**config.mk**
```make
export PLATFORM = sky130hd
export DESIGN_NAME = rv64_step_counter
export DESIGN_NICKNAME = d
export VERILOG_FILES = /design/src/hdl/rv64_pkg.sv /design/src/hdl/rv64_step_counter.sv
export SDC_FILE = /design/constraint.sdc
export NUM_CORES = 1
export LEC_CHECK = 0
export ABC_AREA = 1
export BUFFER_PORTS_ARGS = -buffer_cell sky130_fd_sc_hd__buf_2
export CORE_AREA = 2 2 39 41
export CTS_BUF_LIST = sky130_fd_sc_hd__clkbuf_8
export DETAILED_ROUTE_END_ITERATION = 6
export DIE_AREA = 0 0 41 43
export PLACE_DENSITY_LB_ADDON = 0.25
export SLEW_MARGIN = 5
export SYNTH_ARGS = -nofsm -noshare
export SYNTH_HDL_FRONTEND = slang
export SYNTH_SLANG_ARGS = --single-unit
```
**constraint.sdc**
```tcl
create_clock -name clk -period 1.95 [get_ports clk]
set_input_delay 0.195 -clock clk [delete_from_list [all_inputs] [get_ports clk]]
set_output_delay 0.195 -clock clk [all_outputs]
set_load 0.01 [all_outputs]
```
**src/hdl/rv64_pkg.sv**
```systemverilog
package rv64_pkg;

	// =========================================================================
	// widths and opcodes
	// =========================================================================

	// data width of the engine
	// dec_t.imm and wb_t.data are fixed at 64 bits so a top level stays at 64
	localparam int XLEN = 64;

	localparam logic [6:0] op_lui     = 7'b0110111;
	localparam logic [6:0] op_auipc   = 7'b0010111;
	localparam logic [6:0] op_jal     = 7'b1101111;
	localparam logic [6:0] op_jalr    = 7'b1100111;
	localparam logic [6:0] op_branch  = 7'b1100011;
	localparam logic [6:0] op_imm     = 7'b0010011;
	localparam logic [6:0] op_imm_32  = 7'b0011011;
	localparam logic [6:0] op_op      = 7'b0110011;
	localparam logic [6:0] op_op_32   = 7'b0111011;
	localparam logic [6:0] op_system  = 7'b1110011;
	// only used to classify the S format
	localparam logic [6:0] op_store   = 7'b0100011;

	// =========================================================================
	// operand selects and ALU operations
	// =========================================================================

	typedef enum logic {
		v1_rs1 = 1'b0,
		v1_pc  = 1'b1
	} v1_sel_t;

	typedef enum logic {
		v2_rs2 = 1'b0,
		v2_imm = 1'b1
	} v2_sel_t;

	typedef enum logic [3:0] {
		alu_add,
		alu_sub,
		alu_sll,
		alu_slt,
		alu_sltu,
		alu_xor,
		alu_srl,
		alu_sra,
		alu_or,
		alu_and,
		alu_pass_b
	} alu_op_t;

	// =========================================================================
	// decoded instruction and write-back event
	// =========================================================================

	typedef struct packed {
		logic [4:0]  rs1;
		logic [4:0]  rs2;
		logic [4:0]  rd;
		logic [2:0]  funct3;
		logic        alt;
		logic [63:0] imm;
		v1_sel_t     v1_sel;
		v2_sel_t     v2_sel;
		logic        is_word;
		logic        is_branch;
		logic        is_jal;
		logic        is_jalr;
		logic        is_mul;
		logic        is_ebreak;
		logic        writes_rd;
	} dec_t;

	typedef struct packed {
		logic        valid;
		logic [4:0]  rd;
		logic [63:0] data;
	} wb_t;

endpackage

```
**src/hdl/rv64_step_counter.sv**
```systemverilog
`timescale 1ns/10ps

module rv64_step_counter #(
	parameter int STEPS = rv64_pkg::XLEN
) (
	input  logic clk,
	input  logic rst_n,
	input  logic start,
	input  logic step,
	output logic last
);

	localparam int CW = (STEPS > 1) ? $clog2(STEPS) : 1;

	logic [CW-1:0] cnt;

	always_ff @(posedge clk) begin
		if (!rst_n) begin
			cnt <= '0;
		end else if (start) begin
			cnt <= CW'(STEPS - 1);
		end else if (step && (cnt != '0)) begin
			cnt <= cnt - 1'b1;
		end
	end

	// final step is the one taken at count zero
	assign last = step && (cnt == '0);

endmodule

```
==> out/metrics.yaml <==
io_buffers: 4
yosysWarnings: 0
dieArea_mm2: 0.00176
synth_area_um2: 382
peakVddDrop_uv: 248
cts_max_level: 1
power.density_mw_per_mm2: 945
tightest_slew_ns: 0.244
holdPathEnd: "cnt[5]"
relSlewSlack_pct: 83.7
swShare_pct: 28.8
io_pins: 5
worstPathRequired_ns: 1.75
worstSetupEndpointType: "output pin"
via_per_inst: 4.52
rows: 14
firstDrtPassIters: 4
crit_chain: "inv_1 > ha_1 > nand4_2 > nor2_1 > buf_2"
slew_viol_final: 0
grt_pass1_wl_mm: 1.24
fin_crit_ns: 1.42
timing.final.crit_share_pct: 73.0
dp_hpwl_um: 562
wire_per_inst_um: 9.35
hold_class: "in -> reg"
worstPathMaxFanout: 6
cts_made_buffers: 3
power_leakage_nw: 0.226
mostFrequentLayoutCells: "16 x nand2_1, 10 x nand3_1, 7 x inv_1"
layout_commonest_cell: "nand2_1"
largest_register_ffs: 6
cp-start-kind: "flop"
synth_fp_nets: 65
die_w_um: 41
route.detailed.drc: 0
final_util_pct: 33.2
regMostFlops: "cnt"
first_iter_violations: 6
maxCapViolCount: 0
ctsResizeCount: 0
slowest_stage: "dfxtp_1"
r2r_end: "cnt[5]"
core_mm2: 0.00138
synth_cell_types: 15
grt_usage_pct: 10.5
internal_power_mw: 0.309
clkLatencyLatePin_ns: 0.22
combPwrFrac_pct: 22.6
switchingPower_mw: 0.125
max_stage_delay_ns: 0.31
grt_max_degree: 12
finClkSkew_ns: 0.00264
syn_to_final_growth_pct: 20.3
num_vias: 366
drive_gt1_share_pct: 18.5
hold_buffers: 0
r2r-start: "cnt[0]"
yosysSeqAreaShare_pct: 31.5
p_clk_share_pct: 42.5
die_h_um: 43
setup_viol: 0
n_antenna_cell: 0
fillerInstances: 145
antenna_found_initial: 0
cts_tree: "yes"
synth_cells: 59
drtAntennaViolNets: 0
gp_congestion: 0.673
clock_path_buffers: 2
cts_sinks: 6
hold_depth: 3
reg2reg_slack_ns: 0.62
overflow: 0
status: "complete, no violations"
start_util_pct: 27.6
report.final.hold_viol_count: 0
clockRootBuffer: "clkbuf_8"
synth-seq-cells: 6
top_regs: "cnt (6)"
min-delay-start: "rst_n"
setup_tns_ns: 0
clk_pin_slew_ns: 0.04
rsz0062_at_grt: "no"
post_cts_buffers: 0
critical_path_arrival_ns: 1.23
p_seq_share_pct: 34.8
grt_pass1_vias: 299
wirelength_um: 757
worst-r2r-cell-count: 7
nets: 73
criticalPathCategory: "reg -> out"
postSynthAreaPerCell_um2: 6.47
fmax_mhz: 703
==> power by group through the flow <==
stage,clock (mW),sequential (mW),combinational [mW]
detailed placement,0,0.153,0.0983
CTS,0.187,0.151,0.0988
global placement,0,0.153,0.0975
finish,0.184,0.151,0.0982
floorplan,0,0.150,0.0796
global route,0.193,0.153,0.114
==> cell families (layout without fill, tap and decap cells) <==
group / Yosys count / after routing / synth area share [%]
and+or+nand+nor: 36 / 36 / 45.2
buffers and inverters: 9 / 15 / 8.85
AOI/OAI and AO/OA: 6 / 6 / 7.87
DFF: 6 / 6 / 31.5
adders and majority gates: 2 / 2 / 6.56
==> synth_stat cells <==
library cell | instances | area share, %
or2_1 | 1 | 1.6
dfxtp_1 | 6 | 31
nand2_2 | 2 | 3.3
ha_1 | 2 | 6.6
nand2_1 | 16 | 16
nand3b_1 | 1 | 2.0
nand3_1 | 10 | 13
nor2_2 | 1 | 1.6
nand4_2 | 1 | 3.3
clkbuf_1 | 1 | 0.98
nand4_1 | 1 | 1.6
nor2_1 | 3 | 3.0
inv_1 | 7 | 6.9
inv_2 | 1 | 0.98
a21oi_1 | 6 | 7.9
==> worst max-delay path, delay by kind of cell, from the launching register on <==
kind,cells,cell delay [ns]
AND/OR/NAND/NOR,2,0.22
adder cells (fa/ha/maj),1,0.19
buffers and inverters,2,0.29
flip-flops,1,0.31
==> worst max-delay path by stage <==
stage                     startpoint     end  slack, ns  depth (start not counted)
after floorplan               cnt[0]  cnt[5]       0.80                          7
after global placement        cnt[0]  cnt[4]       0.61                          7
after detailed placement      cnt[0]  cnt[5]       0.60                          7
after CTS                     cnt[0]    last       0.51                          5
after global routing          cnt[0]    last       0.41                          5
final                         cnt[0]    last       0.53                          5
==> metal layers <==
metal	GRT usage (%)	up-vias	wire, um
li1	-	203	-
met1	14.9	155	400
met2	13.4	6	328
met3	1.57	2	20
met4	8.00	0	6
met5	0	-	0
==> cell type report <==
class / count / area (um^2) / area share (%)
flip-flops and latches: 6 / 120 / 26.2
inverters: 8 / 30.0 / 6.54
repair buffers: 4 / 20.0 / 4.36
clock buffers: 3 / 41.3 / 8.99
multi-input cells: 44 / 228 / 49.6
well taps: 16 / 20.0 / 4.36
==> through the flow <==
step	instances	hold slack (ns)	instance area [um^2]	total power [mW]	setup slack, ns
after detailed placement	78	0.476	418	0.251	0.605
after CTS	81	0.303	459	0.437	0.513
after floorplan	59	0.390	382	0.230	0.796
final	81	0.306	459	0.434	0.527
after global routing	81	0.333	459	0.459	0.407
after global placement	78	0.474	418	0.251	0.611
(Power assumes the default switching activity.)
