[config.mk]
export PLATFORM = sky130hd
export DESIGN_NAME = rv64_mul_iter
export DESIGN_NICKNAME = d
export VERILOG_FILES = /design/src/hdl/rv64_pkg.sv /design/src/hdl/rv64_mul_iter.sv
export SDC_FILE = /design/constraint.sdc
export NUM_CORES = 1
export LEC_CHECK = 0
export BUFFER_PORTS_ARGS = -buffer_cell sky130_fd_sc_hd__buf_2
export CELL_PAD_IN_SITES_DETAIL_PLACEMENT = 1
export CELL_PAD_IN_SITES_GLOBAL_PLACEMENT = 2
export CORE_ASPECT_RATIO = 1.75
export CORE_UTILIZATION = 30
export DETAILED_ROUTE_END_ITERATION = 10
export GPL_TIMING_DRIVEN = 1
export PLACE_DENSITY = 0.73
export SLEW_MARGIN = 25
export SYNTH_ARGS = -nofsm -noshare
export SYNTH_HDL_FRONTEND = slang
export SYNTH_SLANG_ARGS = --single-unit
[constraint.sdc]
create_clock -name clk -period 6.06 [get_ports clk]
set_input_delay 0.303 -clock clk [delete_from_list [all_inputs] [get_ports clk]]
set_output_delay 0.303 -clock clk [all_outputs]
set_load 0.005 [all_outputs]
[src/hdl/rv64_pkg.sv]
package rv64_pkg;

	// =========================================================================
	// widths and opcodes
	// =========================================================================

	// data width of the engine
	// dec_t.imm and wb_t.data are fixed at 64 bits so a top level stays at 64
	localparam int XLEN = 64;

	localparam logic [6:0] op_lui     = 7'b0110111;
	localparam logic [6:0] op_auipc   = 7'b0010111;
	localparam logic [6:0] op_jal     = 7'b1101111;
	localparam logic [6:0] op_jalr    = 7'b1100111;
	localparam logic [6:0] op_branch  = 7'b1100011;
	localparam logic [6:0] op_imm     = 7'b0010011;
	localparam logic [6:0] op_imm_32  = 7'b0011011;
	localparam logic [6:0] op_op      = 7'b0110011;
	localparam logic [6:0] op_op_32   = 7'b0111011;
	localparam logic [6:0] op_system  = 7'b1110011;
	// only used to classify the S format
	localparam logic [6:0] op_store   = 7'b0100011;

	// =========================================================================
	// operand selects and ALU operations
	// =========================================================================

	typedef enum logic {
		v1_rs1 = 1'b0,
		v1_pc  = 1'b1
	} v1_sel_t;

	typedef enum logic {
		v2_rs2 = 1'b0,
		v2_imm = 1'b1
	} v2_sel_t;

	typedef enum logic [3:0] {
		alu_add,
		alu_sub,
		alu_sll,
		alu_slt,
		alu_sltu,
		alu_xor,
		alu_srl,
		alu_sra,
		alu_or,
		alu_and,
		alu_pass_b
	} alu_op_t;

	// =========================================================================
	// decoded instruction and write-back event
	// =========================================================================

	typedef struct packed {
		logic [4:0]  rs1;
		logic [4:0]  rs2;
		logic [4:0]  rd;
		logic [2:0]  funct3;
		logic        alt;
		logic [63:0] imm;
		v1_sel_t     v1_sel;
		v2_sel_t     v2_sel;
		logic        is_word;
		logic        is_branch;
		logic        is_jal;
		logic        is_jalr;
		logic        is_mul;
		logic        is_ebreak;
		logic        writes_rd;
	} dec_t;

	typedef struct packed {
		logic        valid;
		logic [4:0]  rd;
		logic [63:0] data;
	} wb_t;

endpackage

[src/hdl/rv64_mul_iter.sv]
`timescale 1ns/10ps

module rv64_mul_iter #(
	parameter int XLEN = rv64_pkg::XLEN
) (
	input  logic            clk,
	input  logic            rst_n,
	input  logic            start,
	input  logic            step,
	input  logic [XLEN-1:0] a,
	input  logic [XLEN-1:0] b,
	output logic [XLEN-1:0] product
);

	// multiplicand moves left, multiplier moves right
	logic [XLEN-1:0] mcand;
	logic [XLEN-1:0] mplier;
	logic [XLEN-1:0] acc;

	always_ff @(posedge clk) begin
		if (!rst_n) begin
			acc <= '0;
		end else if (start) begin
			acc <= '0;
		end else if (step && mplier[0]) begin
			// bits above XLEN fall off, only the low product is kept
			acc <= acc + mcand;
		end
	end

	always_ff @(posedge clk) begin
		if (start) begin
			mcand  <= a;
			mplier <= b;
		end else if (step) begin
			mcand  <= mcand << 1;
			mplier <= mplier >> 1;
		end
	end

	assign product = acc;

endmodule

==> qor.yml <==
synth:
  synth.top_cells.by_area: "edfxtp_1, mux2_2, dfxtp_1"
  yosysSeqAreaShare_pct: 45.5
  synth_edf_count: 128
  ys_types: 67
  synth_common_cells: "nand2_1, edfxtp_1, a21oi_1, mux2_2, dfxtp_1"
  yosysTopAreaCell: "edfxtp_1"
  ys_seq_elements: 192
  syn_inst: 1088
  synth_fp_nets: 1284
  syn-cell-area_mm2: 0.0113
  synthArstFlopShare_pct: 0
  synth.avg_cell_area_um2: 10.4
  ys_dominant_reg_cell: "edfxtp_1"
  synth_most_common_cell: "nand2_1"
  yosysWarningCount: 0
  yosysTopAreaCellShare_pct: 34.1
placement:
  place.gp.congestion: 0.835
  placed_area_mm2: 0.0126
  hpwl_um: 24800
  io_buffers: 195
status:
  status: "completed"
routing:
  wl_per_cell_um: 18.9
  drt_wl_total_um: 32900
  ant_nets: 0
  via_count: 8852
  dr.pass1.iters: 4
  drt_iter0_markers: 219
  drc: 0
  via_per_inst: 5.10
timing:
  hold_ws_ns: 0.129
  max_freq_mhz: 289
  drv_slew: 0
  tns_ns: 0
  slew_headroom_pct: 39.7
  period_share_pct: 57.0
  min_period_ns: 3.46
  rsz0062_at_grt: "no"
  hold_viol: 0
  clock-skew-final_ns: 0.0176
  setup_viol: 0
  tightestPinTransition_ns: 0.901
worst_setup_path:
  r2r-start: "mcand[0]$_SDFFCE_PN0P_"
  cp.arrival_ns: 3.87
  worst-path-stages: 13
  worstPathCellList: "ha_1, fa_1, a211oi_1, o21ai_1, nand4_1, a211oi_1, a21oi_1, o21ai_2, a21oi_2, o31a_4, nor3_2, or4_1, nand3_1"
  cpPeakStageDelay_ns: 0.48
  crit_top_cell: "a211oi_1"
  startpoint: "mcand[0]$_SDFFCE_PN0P_"
  r2r_cells: 13
  critPathLaunchType: "register"
  setup.worst_path.end_class: "register"
  worstSetupPathType: "register to register"
  r2r_setup_slack_ns: 2.60
  required_ns: 6.47
  critPathBufInv: 0
  rr_endpoint: "product[56]$_SDFFE_PP0P_"
  cp_max_fo: 3
  cp_top_family: "compound AO/OA/AOI/OAI gates"
  cp_slowest_cell: "or4_1"
  critPathCapture: "product[56]$_SDFFE_PP0P_"
power:
  ir_drop_mv: 0.163
  p_per_area_mw_per_mm2: 254
  power_mw: 3.36
  p_leak_nw: 5.58
grt:
  grt_first_pass_wirelength_um: 51800
  grt_usage_pct: 17.5
  antenna_found_initial: 3
  grt_start_max_net_pins: 77
  grt_overflow: 0
  grt_pass1_vias: 9534
run:
  max_cap_viol_count: 0
floorplan:
  core_region_area_mm2: 0.0369
  dieHeight_um: 258
  num_rows: 93
  dieArea_mm2: 0.0384
  die_w_um: 148
  ios: 196
  start_util_pct: 30.5
clock_network:
  ctsHtreeMaxLevel: 4
  cts_tree: "yes"
  cts_root_buf: "clkbuf_16"
  tritoncts.num_buffers: 17
  clock_latency_ns: 0.47
  clkTransAtPathRegs_ns: 0.08
  cts_sinks: 192
  post_cts_buffers: 0
  cts_hold_buf: 0
  cts_resized: 0
  clk_path_buf_depth: 2
finish:
  fin_nets: 1444
  drive_gt1_share_pct: 30.8
  fin_util_pct: 35.9
  syn2layout_area_growth_pct: 17.6
  antenna_cells: 0
  final_area_mm2: 0.0132
worst_hold_path:
  worstHoldPathType: "primary input to register"
## worst min path at each step
stage,startpoint,to,cells past startpoint
after floorplan,product[52]$_SDFFE_PP0P_,product[52]$_SDFFE_PP0P_,2
after global placement,product[43]$_SDFFE_PP0P_,product[43]$_SDFFE_PP0P_,2
after detailed placement,product[3]$_SDFFE_PP0P_,product[3]$_SDFFE_PP0P_,2
after CTS,b[63],mplier[63]$_SDFFCE_PN0P_,2
after global routing,b[63],mplier[63]$_SDFFCE_PN0P_,2
final,b[63],mplier[63]$_SDFFCE_PN0P_,2
## power by group
part           switching (mW)  internal, mW
logic                   0.353         0.268
clock network           0.574         0.581
registers              0.0599          1.53
## area by class of cell
cell class | instances | area (µm²)
multi-input combinational | 822 | 5850
fill | 4219 | 23600
clock inverter | 15 | 154
clock buffer | 17 | 425
tap | 475 | 594
sequential | 192 | 5120
timing repair buffer | 202 | 1050
inverter | 13 | 48.8
## placed cells by master (no fill, tap or decap), types with 6 or more instances in the layout
cell type | netlist | routed
and3_1 | 6 | 6
o21ai_1 | 14 | 14
xor2_1 | 24 | 24
o21ai_0 | 32 | 32
inv_1 | 13 | 13
o211ai_1 | 7 | 7
buf_2 | 14 | 194
clkbuf_16 | 0 | 17
nor3_1 | 10 | 10
nand3_1 | 12 | 12
nor2_1 | 53 | 53
mux2_2 | 126 | 126
a211oi_1 | 6 | 6
dfxtp_1 | 64 | 64
xnor2_1 | 32 | 32
a31oi_1 | 9 | 9
nand2_1 | 156 | 155
o21bai_1 | 11 | 11
nand4_1 | 16 | 16
buf_4 | 0 | 7
nand2b_1 | 8 | 7
a21o_1 | 42 | 42
ha_1 | 63 | 63
edfxtp_1 | 128 | 128
a21oi_1 | 126 | 126
## per-layer routing
metal | track usage [%] | wire (µm) | vias to the layer above
met1 | 18.3 | 12400 | 4329
met5 | 0 | 45 | -
met3 | 3.56 | 1360 | 40
met4 | 6.27 | 716 | 6
li1 | - | - | 4313
met2 | 33.7 | 18400 | 164
## worst reg2reg max path, cell delays in order, from the launching register on
cell and delay [ns]:
edfxtp_1 0.40, ha_1 0.23, fa_1 0.42, a211oi_1 0.35, o21ai_1 0.17, nand4_1 0.16
a211oi_1 0.09, a21oi_1 0.37, o21ai_2 0.17, a21oi_2 0.25, o31a_4 0.20, nor3_2 0.04
or4_1 0.48, nand3_1 0.09
## sequential cells by signal, summed over array words and instances, names as in the netlist
| register | flops |
|---|---|
| mcand | 64 |
| mplier | 64 |
| product | 64 |
## metrics by stage
step | worst slack [ns] | instances
final | 2.60 | 1736
after global routing | 2.33 | 1736
after CTS | 2.57 | 1735
after detailed placement | 2.59 | 1703
after global placement | 2.67 | 1703
after floorplan | 3.02 | 1088
## logic make-up after synthesis
logic type      Yosys count  synth area share (%)
compound gates          287                  16.2
simple gates            287                  11.3
flops                   192                  45.5
mux                     128                  12.8
buf+inv                  74                  2.70
fa+ha+maj                64                  7.17
xor+xnor                 56                  4.35
(Power assumes the default switching activity.)
