`config.mk`:
```
export PLATFORM = sky130hd
export DESIGN_NAME = rv64_decode
export DESIGN_NICKNAME = d
export VERILOG_FILES = /design/src/hdl/rv64_pkg.sv /design/src/hdl/rv64_decode.sv
export SDC_FILE = /design/constraint.sdc
export NUM_CORES = 1
export LEC_CHECK = 0
export BUFFER_PORTS_ARGS = -buffer_cell sky130_fd_sc_hd__buf_2
export CAP_MARGIN = 5
export CORE_AREA = 2 2 41 80
export DETAILED_ROUTE_END_ITERATION = 8
export DIE_AREA = 0 0 43 82
export PLACE_DENSITY = 0.89
export SYNTH_ARGS = -nofsm -noshare
export SYNTH_HDL_FRONTEND = slang
export SYNTH_SLANG_ARGS = --single-unit
```
`constraint.sdc`:
```
create_clock -name vclk -period 5.95
set_input_delay 0.8925 -clock vclk [all_inputs]
set_output_delay 0.8925 -clock vclk [all_outputs]
set_load 0.03 [all_outputs]
```
`src/hdl/rv64_pkg.sv`:
```
package rv64_pkg;

	// =========================================================================
	// widths and opcodes
	// =========================================================================

	// data width of the engine
	// dec_t.imm and wb_t.data are fixed at 64 bits so a top level stays at 64
	localparam int XLEN = 64;

	localparam logic [6:0] op_lui     = 7'b0110111;
	localparam logic [6:0] op_auipc   = 7'b0010111;
	localparam logic [6:0] op_jal     = 7'b1101111;
	localparam logic [6:0] op_jalr    = 7'b1100111;
	localparam logic [6:0] op_branch  = 7'b1100011;
	localparam logic [6:0] op_imm     = 7'b0010011;
	localparam logic [6:0] op_imm_32  = 7'b0011011;
	localparam logic [6:0] op_op      = 7'b0110011;
	localparam logic [6:0] op_op_32   = 7'b0111011;
	localparam logic [6:0] op_system  = 7'b1110011;
	// only used to classify the S format
	localparam logic [6:0] op_store   = 7'b0100011;

	// =========================================================================
	// operand selects and ALU operations
	// =========================================================================

	typedef enum logic {
		v1_rs1 = 1'b0,
		v1_pc  = 1'b1
	} v1_sel_t;

	typedef enum logic {
		v2_rs2 = 1'b0,
		v2_imm = 1'b1
	} v2_sel_t;

	typedef enum logic [3:0] {
		alu_add,
		alu_sub,
		alu_sll,
		alu_slt,
		alu_sltu,
		alu_xor,
		alu_srl,
		alu_sra,
		alu_or,
		alu_and,
		alu_pass_b
	} alu_op_t;

	// =========================================================================
	// decoded instruction and write-back event
	// =========================================================================

	typedef struct packed {
		logic [4:0]  rs1;
		logic [4:0]  rs2;
		logic [4:0]  rd;
		logic [2:0]  funct3;
		logic        alt;
		logic [63:0] imm;
		v1_sel_t     v1_sel;
		v2_sel_t     v2_sel;
		logic        is_word;
		logic        is_branch;
		logic        is_jal;
		logic        is_jalr;
		logic        is_mul;
		logic        is_ebreak;
		logic        writes_rd;
	} dec_t;

	typedef struct packed {
		logic        valid;
		logic [4:0]  rd;
		logic [63:0] data;
	} wb_t;

endpackage

```
`src/hdl/rv64_decode.sv`:
```
`timescale 1ns/10ps

module rv64_decode (
	input  logic [31:0]    instr,
	output rv64_pkg::dec_t dec
);

	logic [6:0]  opcode;
	logic        i_fmt;
	logic        u_fmt;
	logic        j_fmt;
	logic        b_fmt;
	logic        s_fmt;
	logic        r_fmt;
	logic        imm_alu;
	logic [63:0] i_imm;
	logic [63:0] u_imm;
	logic [63:0] j_imm;
	logic [63:0] b_imm;
	logic [63:0] s_imm;

	assign opcode = instr[6:0];

	// format classes
	assign i_fmt = (opcode == rv64_pkg::op_jalr) | (opcode == rv64_pkg::op_imm) |
		(opcode == rv64_pkg::op_imm_32) | (opcode == rv64_pkg::op_system);
	assign u_fmt = (opcode == rv64_pkg::op_lui) | (opcode == rv64_pkg::op_auipc);
	assign j_fmt = (opcode == rv64_pkg::op_jal);
	assign b_fmt = (opcode == rv64_pkg::op_branch);
	assign s_fmt = (opcode == rv64_pkg::op_store);
	assign r_fmt = (opcode == rv64_pkg::op_op) | (opcode == rv64_pkg::op_op_32);

	assign imm_alu = (opcode == rv64_pkg::op_imm) | (opcode == rv64_pkg::op_imm_32);

	// sign-extended immediates per format
	assign i_imm = {{52{instr[31]}}, instr[31:20]};
	assign u_imm = {{32{instr[31]}}, instr[31:12], 12'b0};
	assign j_imm = {{44{instr[31]}}, instr[19:12], instr[20], instr[30:21], 1'b0};
	assign b_imm = {{52{instr[31]}}, instr[7], instr[30:25], instr[11:8], 1'b0};
	assign s_imm = {{52{instr[31]}}, instr[31:25], instr[11:7]};

	always_comb begin
		dec.rs1 = instr[19:15];
		dec.rs2 = instr[24:20];
		dec.rd  = instr[11:7];

		// U and J formats have no funct3, force add
		dec.funct3 = (u_fmt | j_fmt) ? 3'b000 : instr[14:12];

		// alt only means sub or sra where the encoding defines it
		// lui borrows funct3 000 with alt set to pass the immediate
		if (r_fmt)
			dec.alt = instr[30];
		else if (imm_alu && (instr[14:12] == 3'b101))
			dec.alt = instr[30];
		else if (opcode == rv64_pkg::op_lui)
			dec.alt = 1'b1;
		else
			dec.alt = 1'b0;

		if (i_fmt)
			dec.imm = i_imm;
		else if (u_fmt)
			dec.imm = u_imm;
		else if (j_fmt)
			dec.imm = j_imm;
		else if (b_fmt)
			dec.imm = b_imm;
		else if (s_fmt)
			dec.imm = s_imm;
		else
			dec.imm = '0;

		// operand sources
		dec.v1_sel = (j_fmt | b_fmt | (opcode == rv64_pkg::op_auipc)) ?
			rv64_pkg::v1_pc : rv64_pkg::v1_rs1;
		dec.v2_sel = r_fmt ? rv64_pkg::v2_rs2 : rv64_pkg::v2_imm;

		dec.is_word   = (opcode == rv64_pkg::op_imm_32) | (opcode == rv64_pkg::op_op_32);
		dec.is_branch = b_fmt;
		dec.is_jal    = j_fmt;
		dec.is_jalr   = (opcode == rv64_pkg::op_jalr);
		dec.is_mul    = r_fmt & instr[25];
		dec.is_ebreak = (opcode == rv64_pkg::op_system) && (instr[31:20] == 12'h001);
		// x0 writes are dropped here so no wb pulse is ever raised for them
		dec.writes_rd = (instr[11:7] != 5'd0) &
			(u_fmt | j_fmt | dec.is_jalr | imm_alu | r_fmt);
	end

endmodule

```
==> flow_summary.toml <==
[place]
place_congestion = 0.857
port_buffers = 124
placed_cells = 255
hpwl_mm = 2.77
post_dp_cell_area_um2 = 1290

[cells_and_area]
regArea_um2 = 0
syn2layout_area_growth_pct = 23.2
utilization = 0.440
layout-drive-gt1-share = 0.564
layout.cells.non_filler = 255
fin_nets = 259
clkbuf_count = 0
nFlopsAndLatches = 0
antenna_cells = 0
n_fill_cell = 334
fin_area_um2 = 1290

[pwr]
powerDensity_nw_per_um2 = 70.9
p_leak_nw = 0.922
ir_drop_mv = 0.0444

[critical_path]
slowest_stage = "o21a_1"
worstPathArrival_ps = 3000
worstPathCellList = "buf_2, nor4b_1, a31oi_1, a21oi_1, o21a_1, buf_2"
max_stage_delay_ps = 610
cpMostUsedCell = "buf_2"
crit_path_start_kind = "input port"
cp_max_fo = 33
crit_type = "input port to output pin"
worstPathRequired_ps = 5060
cp-end-kind = "output pin"

[sta]
rsz0062_at_grt = "no"
fin_crit_sh = 0.655
worst_pin_slew_ps = 784
timing.hold.ws_ps = 2050
slew_headroom = 0.477
setup_viol = 0
finalHoldViolations = 0
post-route-min-period_ps = 3900
slew_violations = 0
fin_setup_tns_ps = 0
max_freq_mhz = 257

[status]
outcome = "complete, no violations"

[floorplan]
core_area_um2 = 2940
num_io_pins = 124
die_h_um = 82
die_area_um2 = 3530
num_rows = 28
initial_core_util = 0.357
die_w_um = 43

[synth]
synth.distinct_cells = 37
syn_avg_cell_area_um2 = 6.69
synth.top_cell.area_share = 0.365
yosysSeqAreaShare = 0
syn_nets = 189
yosys.area.top_type = "buf_4"
ys_top_cells_by_area = "buf_4, a21o_1, nand2_1"
synthCells = 157
yosysWarnings = 0
syn_area_um2 = 1050

[route]
drt_wl_total_mm = 3.21
wl_per_cell_um = 12.6
drc = 0
via_count = 1279
drt_iter0_drc = 12
vias_per_cell = 5.02
final_antenna_net_count = 0
dr.pass1.iters = 4

[hold_path]
hp-class = "input port to output pin"
min-delay-start = "instr[16]"
min_to = "dec[88]"
holdPathStages = 2

[grt]
grt_first_pass_wirelength_mm = 4.46
grt_pass1_vias = 1021
antenna_found_initial = 0
overflow = 0
grt_start_max_net_pins = 34
track_usage = 0.154

[job]
maxCapViolations = 0

[clock_tree]
hold_buffers = 0
post_cts_buffers = 0
cts_resized = 0
[cells in the mapped netlist, types with 3 or more instances]
cell	instances
nand2_1	15
inv_1	4
buf_2	4
nor2_1	5
nor3_1	4
and2_1	7
nand4b_1	3
and3_1	3
o21ai_0	9
buf_4	51
a22o_1	4
a21oi_1	4
a31oi_1	3
a21o_1	11
nor2b_1	5
[layout make-up]
class                      count  area [um^2]  share of cell area
inverter                       4         15.0              0.0116
multi-input combinational     97          621               0.480
tap                           30         37.5              0.0290
timing repair buffer         124          621               0.480
[metal layers]
layer	share of wire	up-vias	routed length, um	GRT usage
met5	0	-	0	0
met4	0.0065	0	21	0.0152
met3	0.10	2	328	0.00659
met2	0.55	87	1770	0.335
met1	0.34	552	1100	0.157
li1	-	638	-	-
[critical path, delay by kind of cell]
family,cells,cell delay (ps)
buffers and inverters,2,490
AOI/OAI and AO/OA,3,1130
and+or+nand+nor,1,480
[cell usage in the layout, fill, tap and decap left out, types with 4 or more instances in the layout]
master	n
nand2_1	15
nor2_1	5
nor3_1	4
inv_1	4
a21o_1	11
buf_2	124
nor2b_1	5
o21ai_0	9
a22o_1	4
and2_1	7
a21oi_1	4
[per-stage QoR]
| step | total power [mW] | worst slack, ps |
|---|---|---|
| floorplan | 0.0728 | 2250 |
| global placement | 0.0907 | 2100 |
| detailed placement | 0.0917 | 2020 |
| CTS | 0.0919 | 2020 |
| global route | 0.0980 | 1740 |
| finish | 0.0918 | 2050 |
[logic make-up (layout without fill, tap and decap cells)]
group | after synthesis | after routing | synth area share
AO/OA/AOI/OAI | 39 | 39 | 0.261
AND/OR/NAND/NOR | 57 | 57 | 0.321
buffers and inverters | 60 | 128 | 0.409
adder cells (fa/ha/maj) | 1 | 1 | 0.00954
[report_power, final]
group	total, mW	switching, mW	internal, mW
logic	0.0918	0.0644	0.0273
clock network	0	0	0
registers	0	0	0
[worst max path at each step]
stage	start	endpoint	slack (ps)
3_5_place_dp	instr[5]	dec[54]	2020
5_1_grt	instr[5]	dec[60]	1740
2_1_floorplan	instr[1]	dec[41]	2250
3_3_place_gp	instr[5]	dec[40]	2100
4_1_cts	instr[5]	dec[54]	2020
6_report	instr[5]	dec[54]	2050
No activity file was read; power rests on OpenSTA's default activity.
