### src/hdl/rv64_pkg.sv
package rv64_pkg;

	// =========================================================================
	// widths and opcodes
	// =========================================================================

	// data width of the engine
	// dec_t.imm and wb_t.data are fixed at 64 bits so a top level stays at 64
	localparam int XLEN = 64;

	localparam logic [6:0] op_lui     = 7'b0110111;
	localparam logic [6:0] op_auipc   = 7'b0010111;
	localparam logic [6:0] op_jal     = 7'b1101111;
	localparam logic [6:0] op_jalr    = 7'b1100111;
	localparam logic [6:0] op_branch  = 7'b1100011;
	localparam logic [6:0] op_imm     = 7'b0010011;
	localparam logic [6:0] op_imm_32  = 7'b0011011;
	localparam logic [6:0] op_op      = 7'b0110011;
	localparam logic [6:0] op_op_32   = 7'b0111011;
	localparam logic [6:0] op_system  = 7'b1110011;
	// only used to classify the S format
	localparam logic [6:0] op_store   = 7'b0100011;

	// =========================================================================
	// operand selects and ALU operations
	// =========================================================================

	typedef enum logic {
		v1_rs1 = 1'b0,
		v1_pc  = 1'b1
	} v1_sel_t;

	typedef enum logic {
		v2_rs2 = 1'b0,
		v2_imm = 1'b1
	} v2_sel_t;

	typedef enum logic [3:0] {
		alu_add,
		alu_sub,
		alu_sll,
		alu_slt,
		alu_sltu,
		alu_xor,
		alu_srl,
		alu_sra,
		alu_or,
		alu_and,
		alu_pass_b
	} alu_op_t;

	// =========================================================================
	// decoded instruction and write-back event
	// =========================================================================

	typedef struct packed {
		logic [4:0]  rs1;
		logic [4:0]  rs2;
		logic [4:0]  rd;
		logic [2:0]  funct3;
		logic        alt;
		logic [63:0] imm;
		v1_sel_t     v1_sel;
		v2_sel_t     v2_sel;
		logic        is_word;
		logic        is_branch;
		logic        is_jal;
		logic        is_jalr;
		logic        is_mul;
		logic        is_ebreak;
		logic        writes_rd;
	} dec_t;

	typedef struct packed {
		logic        valid;
		logic [4:0]  rd;
		logic [63:0] data;
	} wb_t;

endpackage

### src/hdl/rv64_ctrl_fsm.sv
`timescale 1ns/10ps

module rv64_ctrl_fsm #(
	parameter int XLEN = rv64_pkg::XLEN
) (
	input  logic            clk,
	input  logic            rst_n,
	input  logic [31:0]     instr,
	input  logic            instr_valid,
	input  rv64_pkg::dec_t  dec,
	input  logic [XLEN-1:0] alu_result,
	input  logic [XLEN-1:0] next_pc,
	input  logic [XLEN-1:0] product,
	input  logic            last,
	output logic            ready,
	output logic [31:0]     ir,
	output logic [XLEN-1:0] pc,
	output logic            start,
	output logic            step,
	output rv64_pkg::wb_t   wb,
	output logic            halted
);

	typedef enum logic [2:0] {
		s_idle,
		s_exec,
		s_mul,
		s_wb,
		s_halt
	} state_t;

	state_t state;
	state_t state_nxt;

	// =========================================================================
	// state sequencing
	// =========================================================================

	always_comb begin
		state_nxt = state;
		case (state)
			s_idle:  if (instr_valid) state_nxt = s_exec;
			s_exec:  state_nxt = dec.is_mul ? s_mul : s_wb;
			s_mul:   if (last) state_nxt = s_wb;
			s_wb:    state_nxt = dec.is_ebreak ? s_halt : s_idle;
			s_halt:  state_nxt = s_halt;
			default: state_nxt = s_idle;
		endcase
	end

	always_ff @(posedge clk) begin
		if (!rst_n) begin
			state <= s_idle;
			ir    <= '0;
			pc    <= '0;
		end else begin
			state <= state_nxt;
			// strobes outside idle are dropped
			if ((state == s_idle) && instr_valid)
				ir <= instr;
			// a halted engine keeps pointing at its ebreak
			if ((state == s_wb) && !dec.is_ebreak)
				pc <= next_pc;
		end
	end

	// =========================================================================
	// outputs
	// =========================================================================

	assign ready  = (state == s_idle);
	assign halted = (state == s_halt);
	assign start  = (state == s_exec) && dec.is_mul;
	assign step   = (state == s_mul);

	// register reads stay unchanged through wb since the write lands at its end
	always_comb begin
		wb.valid = (state == s_wb) && dec.writes_rd;
		wb.rd    = dec.rd;
		wb.data  = dec.is_mul ? product : alu_result;
	end

endmodule

### config.mk
export PLATFORM = sky130hd
export DESIGN_NAME = rv64_ctrl_fsm
export DESIGN_NICKNAME = d
export VERILOG_FILES = /design/src/hdl/rv64_pkg.sv /design/src/hdl/rv64_ctrl_fsm.sv
export SDC_FILE = /design/constraint.sdc
export NUM_CORES = 1
export LEC_CHECK = 0
export ABC_AREA = 0
export BUFFER_PORTS_ARGS = -buffer_cell sky130_fd_sc_hd__buf_2
export CAP_MARGIN = 10
export CORE_AREA = 2 2 193 195
export DETAILED_ROUTE_END_ITERATION = 10
export DIE_AREA = 0 0 195 197
export GPL_TIMING_DRIVEN = 0
export PLACE_DENSITY = 0.39
export SLEW_MARGIN = 10
export SYNTH_ARGS = -nofsm -noshare
export SYNTH_HDL_FRONTEND = slang
export SYNTH_SLANG_ARGS = --single-unit
### constraint.sdc
create_clock -name clk -period 1.29 [get_ports clk]
set_clock_uncertainty 0.1 [all_clocks]
set_input_delay 0.129 -clock clk [delete_from_list [all_inputs] [get_ports clk]]
set_output_delay 0.129 -clock clk [all_outputs]
set_load 0.01 [all_outputs]
==> results of run 1 <==
-- critical path, delay by kind of cell (launching register included) --
| family | cells | cell delay [ns] |
|---|---|---|
| flip-flops | 1 | 0.33 |
| buffers and inverters | 2 | 0.32 |
| AND/OR/NAND/NOR | 1 | 0.30 |
-- power by group through the flow --
stage	clock network (W)	logic (W)	registers [W]
6_report	0.00268	0.00249	0.00330
3_3_place_gp	0	0.00204	0.00336
3_5_place_dp	0	0.00204	0.00336
2_1_floorplan	0	0.000911	0.00343
5_1_grt	0.00294	0.00269	0.00332
4_1_cts	0.00283	0.00248	0.00330
-- state kept, by name, indices dropped and copies added, names as in the netlist --
signal  cells
ir         32
pc         64
state       3
-- cell usage after synthesis (all sizes together), types with 2 or more instances --
master	instances	area share
buf	36	0.063
clkbuf	11	0.0085
dfxtp	99	0.41
mux2	65	0.15
mux2i	96	0.20
nand2	192	0.15
nor3b	2	0.0031
nor4bb	2	0.0072
-- what timing repair did --
action,CTS,global route
pin swaps,3,4
setup endpoints to repair,160,106
setup buffers,8,7
resized for setup,42,9
hold endpoints to repair,96,0
hold buffers,96,0
cloned,3,1
-- final timing paths --
path                                             from  slack (ns)  cells after the start                    end
worst max-delay path            state[2]$_SDFFE_PN0P_       -0.26                      3                  start
worst min-delay path                             last        0.09                      3  state[0]$_SDFFE_PN0P_
worst max register to register  state[2]$_SDFFE_PN0P_       -0.25                      5    pc[19]$_SDFFE_PN0P_
worst min register to register    pc[54]$_SDFFE_PN0P_        0.35                      2    pc[54]$_SDFFE_PN0P_
-- through the flow --
| step | std cells | total power [W] | utilization |
|---|---|---|---|
| detailed placement | 1379 | 0.00540 | 0.206 |
| finish | 1508 | 0.00847 | 0.249 |
| global placement | 1379 | 0.00540 | 0.206 |
| global route | 1508 | 0.00895 | 0.249 |
| CTS | 1500 | 0.00861 | 0.246 |
| floorplan | 513 | 0.00435 | - |
-- metal layers --
layer,track usage,part of all wire,up-vias
li1,-,-,2747
met1,0.134,0.37,2461
met2,0.243,0.52,257
met3,0.0382,0.067,33
met4,0.0554,0.036,0
met5,0,0,-
-- kinds of logic after synthesis --
| group | Yosys count |
|---|---|
| compound gates | 3 |
| xor+xnor | 1 |
| buf+inv | 48 |
| flops | 99 |
| mux | 161 |
| simple gates | 201 |
-- cell type report --
class / instances / area share
clock buffers: 12 / 0.0273
plain buffers: 46 / 0.0463
diodes: 1 / 0.000277
well taps: 468 / 0.0649
clock inverters: 4 / 0.00263
multi-input cells: 366 / 0.288
repair buffers: 511 / 0.350
inverters: 1 / 0.000693
flip-flops and latches: 99 / 0.220
==> flow_metrics.tcl, run 1 <==
set metrics [dict create \
    drc_errors 0 \
    synthFlopType "dfxtp_1" \
    critPathMaxFanout 8 \
    cp_cell_sequence "buf_12 > nor4bb_4 > buf_6" \
    cap_violations 0 \
    coreArea_um2 36300 \
    hold_class "in2reg" \
    via_per_inst 3.65 \
    synth_edf_count 0 \
    final_common_cell "buf_2" \
    initial_core_util 0.135 \
    async_flop_share 0 \
    status "finished, violations left" \
    p_per_area_nw_per_um2 939 \
    fin_nets 1354 \
    grt_max_degree 16 \
    multi_input_area_um2 2600 \
    grtUsageTotal 0.129 \
    most-common-layout-cells "398 x buf_2, 192 x nand2_1, 96 x mux2i_1, 96 x dlygate4sd3_1, 96 x dfxtp_1" \
    ys_types 24 \
    place.gp.congestion 0.802 \
    io_buffer_count 398 \
    wire_per_inst_um 16.9 \
    cts_buffers 9 \
    synth_cells 513 \
    cp-start-kind "flop" \
    cts_max_level 3 \
    cts_sinks 99 \
    hpwl_um 20500 \
    grt.overflow.total 0 \
    drt_iter0_markers 145 \
    syn2layout_area_growth_pct 84.7 \
    total_leakage_power_nw 4.24 \
    crit_required_ns 1.06 \
    cts_tree "yes" \
    p_comb_frac 0.294 \
    tightest_slew_ns 0.679 \
    dieArea_um2 38400 \
    dp_slack_ns -0.619 \
    fmax_mhz 646 \
    fin_crit_sh 1.20 \
    layout-drive-gt1-share 0.511 \
    whs_ns 0.0861 \
    die_x_um 195 \
    p_sw_frac 0.302 \
    fill_cells 4057 \
    arrival_ns 1.32 \
    violations "negative setup slack" \
    grt_pass1_vias 5658 \
    clkPwrFrac 0.316 \
    syn_area_per_cell_um2 9.52 \
    synth_seq_cells 99 \
    clkTransAtPathRegs_ns 0.07 \
    yosys-mux-area-fraction 0.347 \
    clockRootBuffer "clkbuf_16" \
    antenna_found_initial 5 \
    clockBufferDepth 2 \
    fin_setup_tns_ns -20.85 \
    regArea_um2 1990 \
    path_class "reg2out" \
    cp_slowest_cell "dfxtp_2" \
    ios 490 \
    num_rows 70 \
    rsz0062_at_grt "true" \
    placed_area_um2 7460 \
    fin_ws_ns -0.257 \
    die_y_um 197 \
    vias 5498 \
    synth_top_family_by_area "multiplexers" \
    ys_seq_area_frac 0.406 \
    cp-end-kind "output port" \
    synth-xor-area-share 0.00179 \
    intPower_w 0.00591 \
    setup_viol 102 \
    slew_violations 0 \
    switching_power_w 0.00256 \
    synth_area_um2 4880 \
    seqPwrFrac 0.390 \
    vdd_drop_max_mv 0.495 \
    grt_pass1_wl_um 35900 \
    finalHoldViolations 0 \
    fin_area_um2 9020 \
    antenna_left 0 \
    clkLatencyLatePin_ns 0.36 \
    synth_compound_area_frac 0.00487 \
    slowest_delay_ns 0.33 \
    yosysWarnings 0 \
    syn_nets 833 \
    synth_simple_gate_area_frac 0.169 \
    min_period_ns 1.55 \
    first_pass_iters 4 \
    synthAdderAreaFrac 0 \
    max_slew_margin 0.547 \
    drt_wl_total_um 25400 \
]
Note: power is estimated with default switching activity, not from simulation.
==> run 2: changes to the inputs <==
--- a/config.mk
+++ b/config.mk
@@ -12,7 +12,7 @@
 export DETAILED_ROUTE_END_ITERATION = 10
 export DIE_AREA = 0 0 195 197
 export GPL_TIMING_DRIVEN = 0
-export PLACE_DENSITY = 0.39
+export PLACE_DENSITY = 0.38
 export SLEW_MARGIN = 10
 export SYNTH_ARGS = -nofsm -noshare
 export SYNTH_HDL_FRONTEND = slang
==> flow_metrics.tcl, run 2 (synthesis results as in run 1) <==
set metrics [dict create \
    fin_nets 1363 \
    vias 5526 \
    crit_buf_inv 4 \
    place.gp.congestion 0.766 \
    clkPwrFrac 0.342 \
    drt_iter0_markers 120 \
    antenna_found_initial 5 \
    path_class "reg2reg" \
    cts_buffers 9 \
    fin_area_um2 9230 \
    cap_violations 0 \
    whs_ns 0.0628 \
    tightest_slew_ns 0.699 \
    arrival_ns 1.73 \
    r2r_setup_slack_ns -0.25 \
    layout-drive-gt1-share 0.514 \
    coreArea_um2 36300 \
    drc_errors 0 \
    cts_tree "yes" \
    max_slew_margin 0.534 \
    intPower_w 0.00631 \
    post-route-util 0.255 \
    cp-start-kind "flop" \
    cts_sinks 99 \
    p_sw_frac 0.288 \
    grtUsageTotal 0.130 \
    clkLatencyLatePin_ns 0.36 \
    clockRootBuffer "clkbuf_16" \
    fin_crit_sh 1.19 \
    status "finished, violations left" \
    placed_area_um2 7460 \
    fin_ws_ns -0.245 \
    die_y_um 197 \
    dp_slack_ns -0.523 \
    syn2layout_area_growth_pct 89.0 \
    drt_wl_total_um 25800 \
    slowest_delay_ns 0.33 \
    hold_class "in2reg" \
    ios 490 \
    setup_viol 101 \
    cp_slowest_cell "dfxtp_2" \
    cts_max_level 3 \
    rsz0062_at_grt "true" \
    dieArea_um2 38400 \
    clockBufferDepth 2 \
    num_rows 70 \
    total_leakage_power_nw 4.33 \
    first_pass_iters 4 \
    largest_register "pc" \
    critPathMaxFanout 5 \
    wire_per_inst_um 17.0 \
    p_comb_frac 0.285 \
    io_buffer_count 398 \
    most-common-layout-cells "400 x buf_2, 192 x nand2_1, 96 x mux2i_1, 96 x dlygate4sd3_1, 96 x dfxtp_1" \
    min_period_ns 1.54 \
    seqPwrFrac 0.373 \
    layout.cells.non_filler 1521 \
    switching_power_w 0.00255 \
    p_per_area_nw_per_um2 959 \
    grt_pass1_wl_um 36200 \
    fmax_mhz 651 \
    cp_cell_sequence "buf_6 > nor4b_4 > buf_6 > buf_12 > clkbuf_16 > mux2i_1" \
    grt.overflow.total 0 \
    grt_max_degree 17 \
    grt_pass1_vias 5716 \
    largest_reg_flops 64 \
    die_x_um 195 \
    fill_cells 4044 \
    slew_violations 0 \
    crit_path_frequent_cell "buf_6" \
    antenna_left 0 \
    final_common_cell "buf_2" \
    initial_core_util 0.135 \
    via_per_inst 3.63 \
    finalHoldViolations 0 \
    crit_family "buffers and inverters" \
    vdd_drop_max_mv 0.717 \
    clkTransAtPathRegs_ns 0.07 \
    placed_cells 1379 \
    crit_required_ns 1.49 \
    cp-end-kind "flop" \
    violations "negative setup slack" \
    hpwl_um 20800 \
    top_regs "pc x64, ir x32, state x3" \
]
run 2: power by group through the flow:
stage                     combinational [W]  sequential, W  clock [W]
final                               0.00253        0.00330    0.00303
after detailed placement            0.00202        0.00337          0
after CTS                           0.00251        0.00330    0.00320
after global routing                0.00273        0.00333    0.00332
after floorplan                    0.000911        0.00343          0
after global placement              0.00201        0.00336          0
run 2: area by class of cell:
cell class,instances,area [um^2],area share
timing repair buffer,521,3350,0.363
multi-input combinational,366,2580,0.279
sequential,99,1990,0.216
tap,468,586,0.0634
buffer,45,398,0.0431
clock buffer,10,229,0.0248
clock inverter,6,87.6,0.00949
antenna,5,12.5,0.00136
inverter,1,3.75,0.000407
run 2: final timing paths:
check | startpoint | end | cells past startpoint
hold reg to reg | pc[46]$_SDFFE_PN0P_ | pc[46]$_SDFFE_PN0P_ | 2
hold / removal | last | state[0]$_SDFFE_PN0P_ | 3
setup / recovery | state[1]$_SDFFE_PN0P_ | ir[21]$_SDFFE_PN0P_ | 6
setup reg to reg | state[1]$_SDFFE_PN0P_ | ir[21]$_SDFFE_PN0P_ | 6
run 2: per-layer routing:
metal	part of all wire	vias up	track usage
li1	-	2760	-
met1	0.37	2483	0.135
met2	0.52	247	0.241
met3	0.059	36	0.0341
met4	0.051	0	0.0614
met5	0	-	0
run 2: worst register-to-register path, stage by stage, from the launching register on:
cell       delay (ns)
dfxtp_2          0.33
buf_6            0.13
nor4b_4          0.27
buf_6            0.17
buf_12           0.13
clkbuf_16        0.15
mux2i_1          0.18
run 2: repair_timing:
item,4_1_cts,5_1_grt
hold buffers,96,0
pin swaps,2,0
setup buffers,9,12
setup endpoints to repair,160,102
gates cloned,3,6
gates resized for setup,34,16
endpoints found under the hold margin,96,0
run 2: through the flow:
step           total power, W  TNS (ns)
2_1_floorplan         0.00435     -8.85
3_3_place_gp          0.00537    -43.28
3_5_place_dp          0.00538    -44.93
4_1_cts               0.00901    -21.97
5_1_grt               0.00937    -27.10
6_report              0.00886    -19.10
==> run 3: changes to the inputs <==
--- a/config.mk
+++ b/config.mk
@@ -8,9 +8,9 @@
 export ABC_AREA = 0
 export BUFFER_PORTS_ARGS = -buffer_cell sky130_fd_sc_hd__buf_2
 export CAP_MARGIN = 10
-export CORE_AREA = 2 2 193 195
+export CORE_AREA = 2 2 188 190
 export DETAILED_ROUTE_END_ITERATION = 10
-export DIE_AREA = 0 0 195 197
+export DIE_AREA = 0 0 190 192
 export GPL_TIMING_DRIVEN = 0
 export PLACE_DENSITY = 0.38
 export SLEW_MARGIN = 10
==> constraint.sdc (replaced) <==
create_clock -name clk -period 1.8 [get_ports clk]
set_clock_uncertainty 0.1 [all_clocks]
set_input_delay 0.18 -clock clk [delete_from_list [all_inputs] [get_ports clk]]
set_output_delay 0.18 -clock clk [all_outputs]
set_load 0.01 [all_outputs]
==> flow_metrics.tcl, run 3 (synthesis results as in run 1) <==
set metrics [dict create \
    cp-end-kind "output port" \
    clockRootBuffer "clkbuf_16" \
    dieArea_um2 36500 \
    first_pass_iters 4 \
    cts_tree "yes" \
    grt_pass1_wl_um 35700 \
    drt_wl_total_um 25700 \
    grt_pass1_vias 5531 \
    largest_reg_flops 64 \
    hpwl_um 21300 \
    setup_viol 0 \
    grt.overflow.total 0 \
    rsz0062_at_grt "false" \
    slew_violations 0 \
    cp-start-kind "input port" \
    antenna_found_initial 13 \
    max_slew_margin 0.529 \
    num_rows 68 \
    critPathMaxFanout 10 \
    fin_ws_ns 0.212 \
    crit_path_start "dec[2]" \
    arrival_ns 1.31 \
    finalHoldViolations 0 \
    clkTransAtPathRegs_ns 0.07 \
    cts_sinks 99 \
    cts_buffers 9 \
    cts_max_level 3 \
    via_per_inst 3.71 \
    fin_nets 1339 \
    rr_endpoint "pc[40]$_SDFFE_PN0P_" \
    vdd_drop_max_mv 0.423 \
    largest_register "pc" \
    status "completed" \
    ios 490 \
    die_y_um 192 \
    r2r-start "state[2]$_SDFFE_PN0P_" \
    dp_slack_ns -0.0820 \
    wire_per_inst_um 17.4 \
    top_regs "pc x64, ir x32, state x3" \
    cap_violations 0 \
    p_per_area_nw_per_um2 693 \
    drc_errors 0 \
    fin_crit_sh 0.882 \
    r2r_setup_slack_ns 0.22 \
    antenna_left 0 \
    drt_iter0_markers 130 \
    r2r_cells 5 \
    vias 5499 \
    clkLatencyLatePin_ns 0.36 \
    coreArea_um2 34300 \
    post-route-util 0.255 \
    min_to "ir[0]$_SDFFE_PN0P_" \
    layout.cells.non_filler 1481 \
    grt_max_degree 16 \
    clockBufferDepth 2 \
    holdPathStages 3 \
    total_leakage_power_nw 4.11 \
    min_from "instr[0]" \
    path_class "in2out" \
    min_period_ns 1.59 \
    most-common-layout-cells "407 x buf_2, 192 x nand2_1, 99 x dfxtp_1, 96 x mux2i_1, 95 x dlygate4sd3_1" \
    grtUsageTotal 0.137 \
    io_buffer_count 398 \
    placed_cells 1366 \
    final_common_cell "buf_2" \
    layout-drive-gt1-share 0.494 \
    initial_core_util 0.142 \
    crit_required_ns 1.52 \
    die_x_um 190 \
    fmax_mhz 630 \
    hold_class "in2reg" \
    tightest_slew_ns 0.707 \
    place.gp.congestion 0.853 \
    syn2layout_area_growth_pct 78.8 \
]
## run 3: changes by cell type in the layout (fill, tap and decap cells not counted), sizes merged
cell / delta
clkbuf: -3
buf: -17
diode: -3
dlygate4sd3: -1
clkinv: -2
bufinv: -1
## run 3: layer usage
layer | share of wire | up-vias | global-route usage
li1 | - | 2713 | -
met2 | 0.53 | 260 | 0.261
met4 | 0.026 | 2 | 0.0453
met1 | 0.37 | 2483 | 0.141
met5 | 0.00051 | - | 0
met3 | 0.070 | 41 | 0.0420
## run 3: how the worst max path moves through the flow
stage	to	slack [ns]	cells after the start
final	wb[9]	0.21	3
after global routing	pc[40]$_SDFFE_PN0P_	0.09	5
after CTS	start	0.18	3
after detailed placement	ir[27]$_SDFFE_PN0P_	-0.08	4
after global placement	ir[30]$_SDFFE_PN0P_	-0.06	4
after floorplan	ir[0]$_SDFFE_PN0P_	0.39	4
## run 3: area by class of cell
class,instances,area (um^2)
multi-input combinational,366,2550
tap,455,569
fill,3800,25600
clock buffer,13,260
inverter,1,3.75
antenna,2,5.00
clock inverter,3,43.8
buffer,47,349
timing repair buffer,495,2970
sequential,99,1980
## run 3: timing repair
action,in CTS,in global routing
endpoints found under the setup margin,30,0
hold buffers,95,0
gates resized for setup,0,0
endpoints found under the hold margin,95,0
setup buffers,2,0
## run 3: through the flow
step                setup TNS [ns]  cell area (um^2)  total power (W)  hold slack, ns
global placement             -1.29              7450          0.00384           0.331
global route                     0              8730          0.00640          0.0109
detailed placement           -1.73              7450          0.00384           0.334
floorplan                        0              4880          0.00311           0.222
CTS                              0              8730          0.00620         0.00177
finish                           0              8730          0.00605         0.00257
## run 3: worst max-delay path, cell delays in order
cell      delay, ns
clkbuf_1       0.52
mux2_2         0.41
buf_2          0.19
## run 3: power by group
group / internal [W] / total (W) / switching [W]
sequential: 0.00231 / 0.00236 / 0.0000556
clock: 0.00116 / 0.00211 / 0.000947
combinational: 0.000817 / 0.00158 / 0.000764
total: 0.00428 / 0.00605 / 0.00177
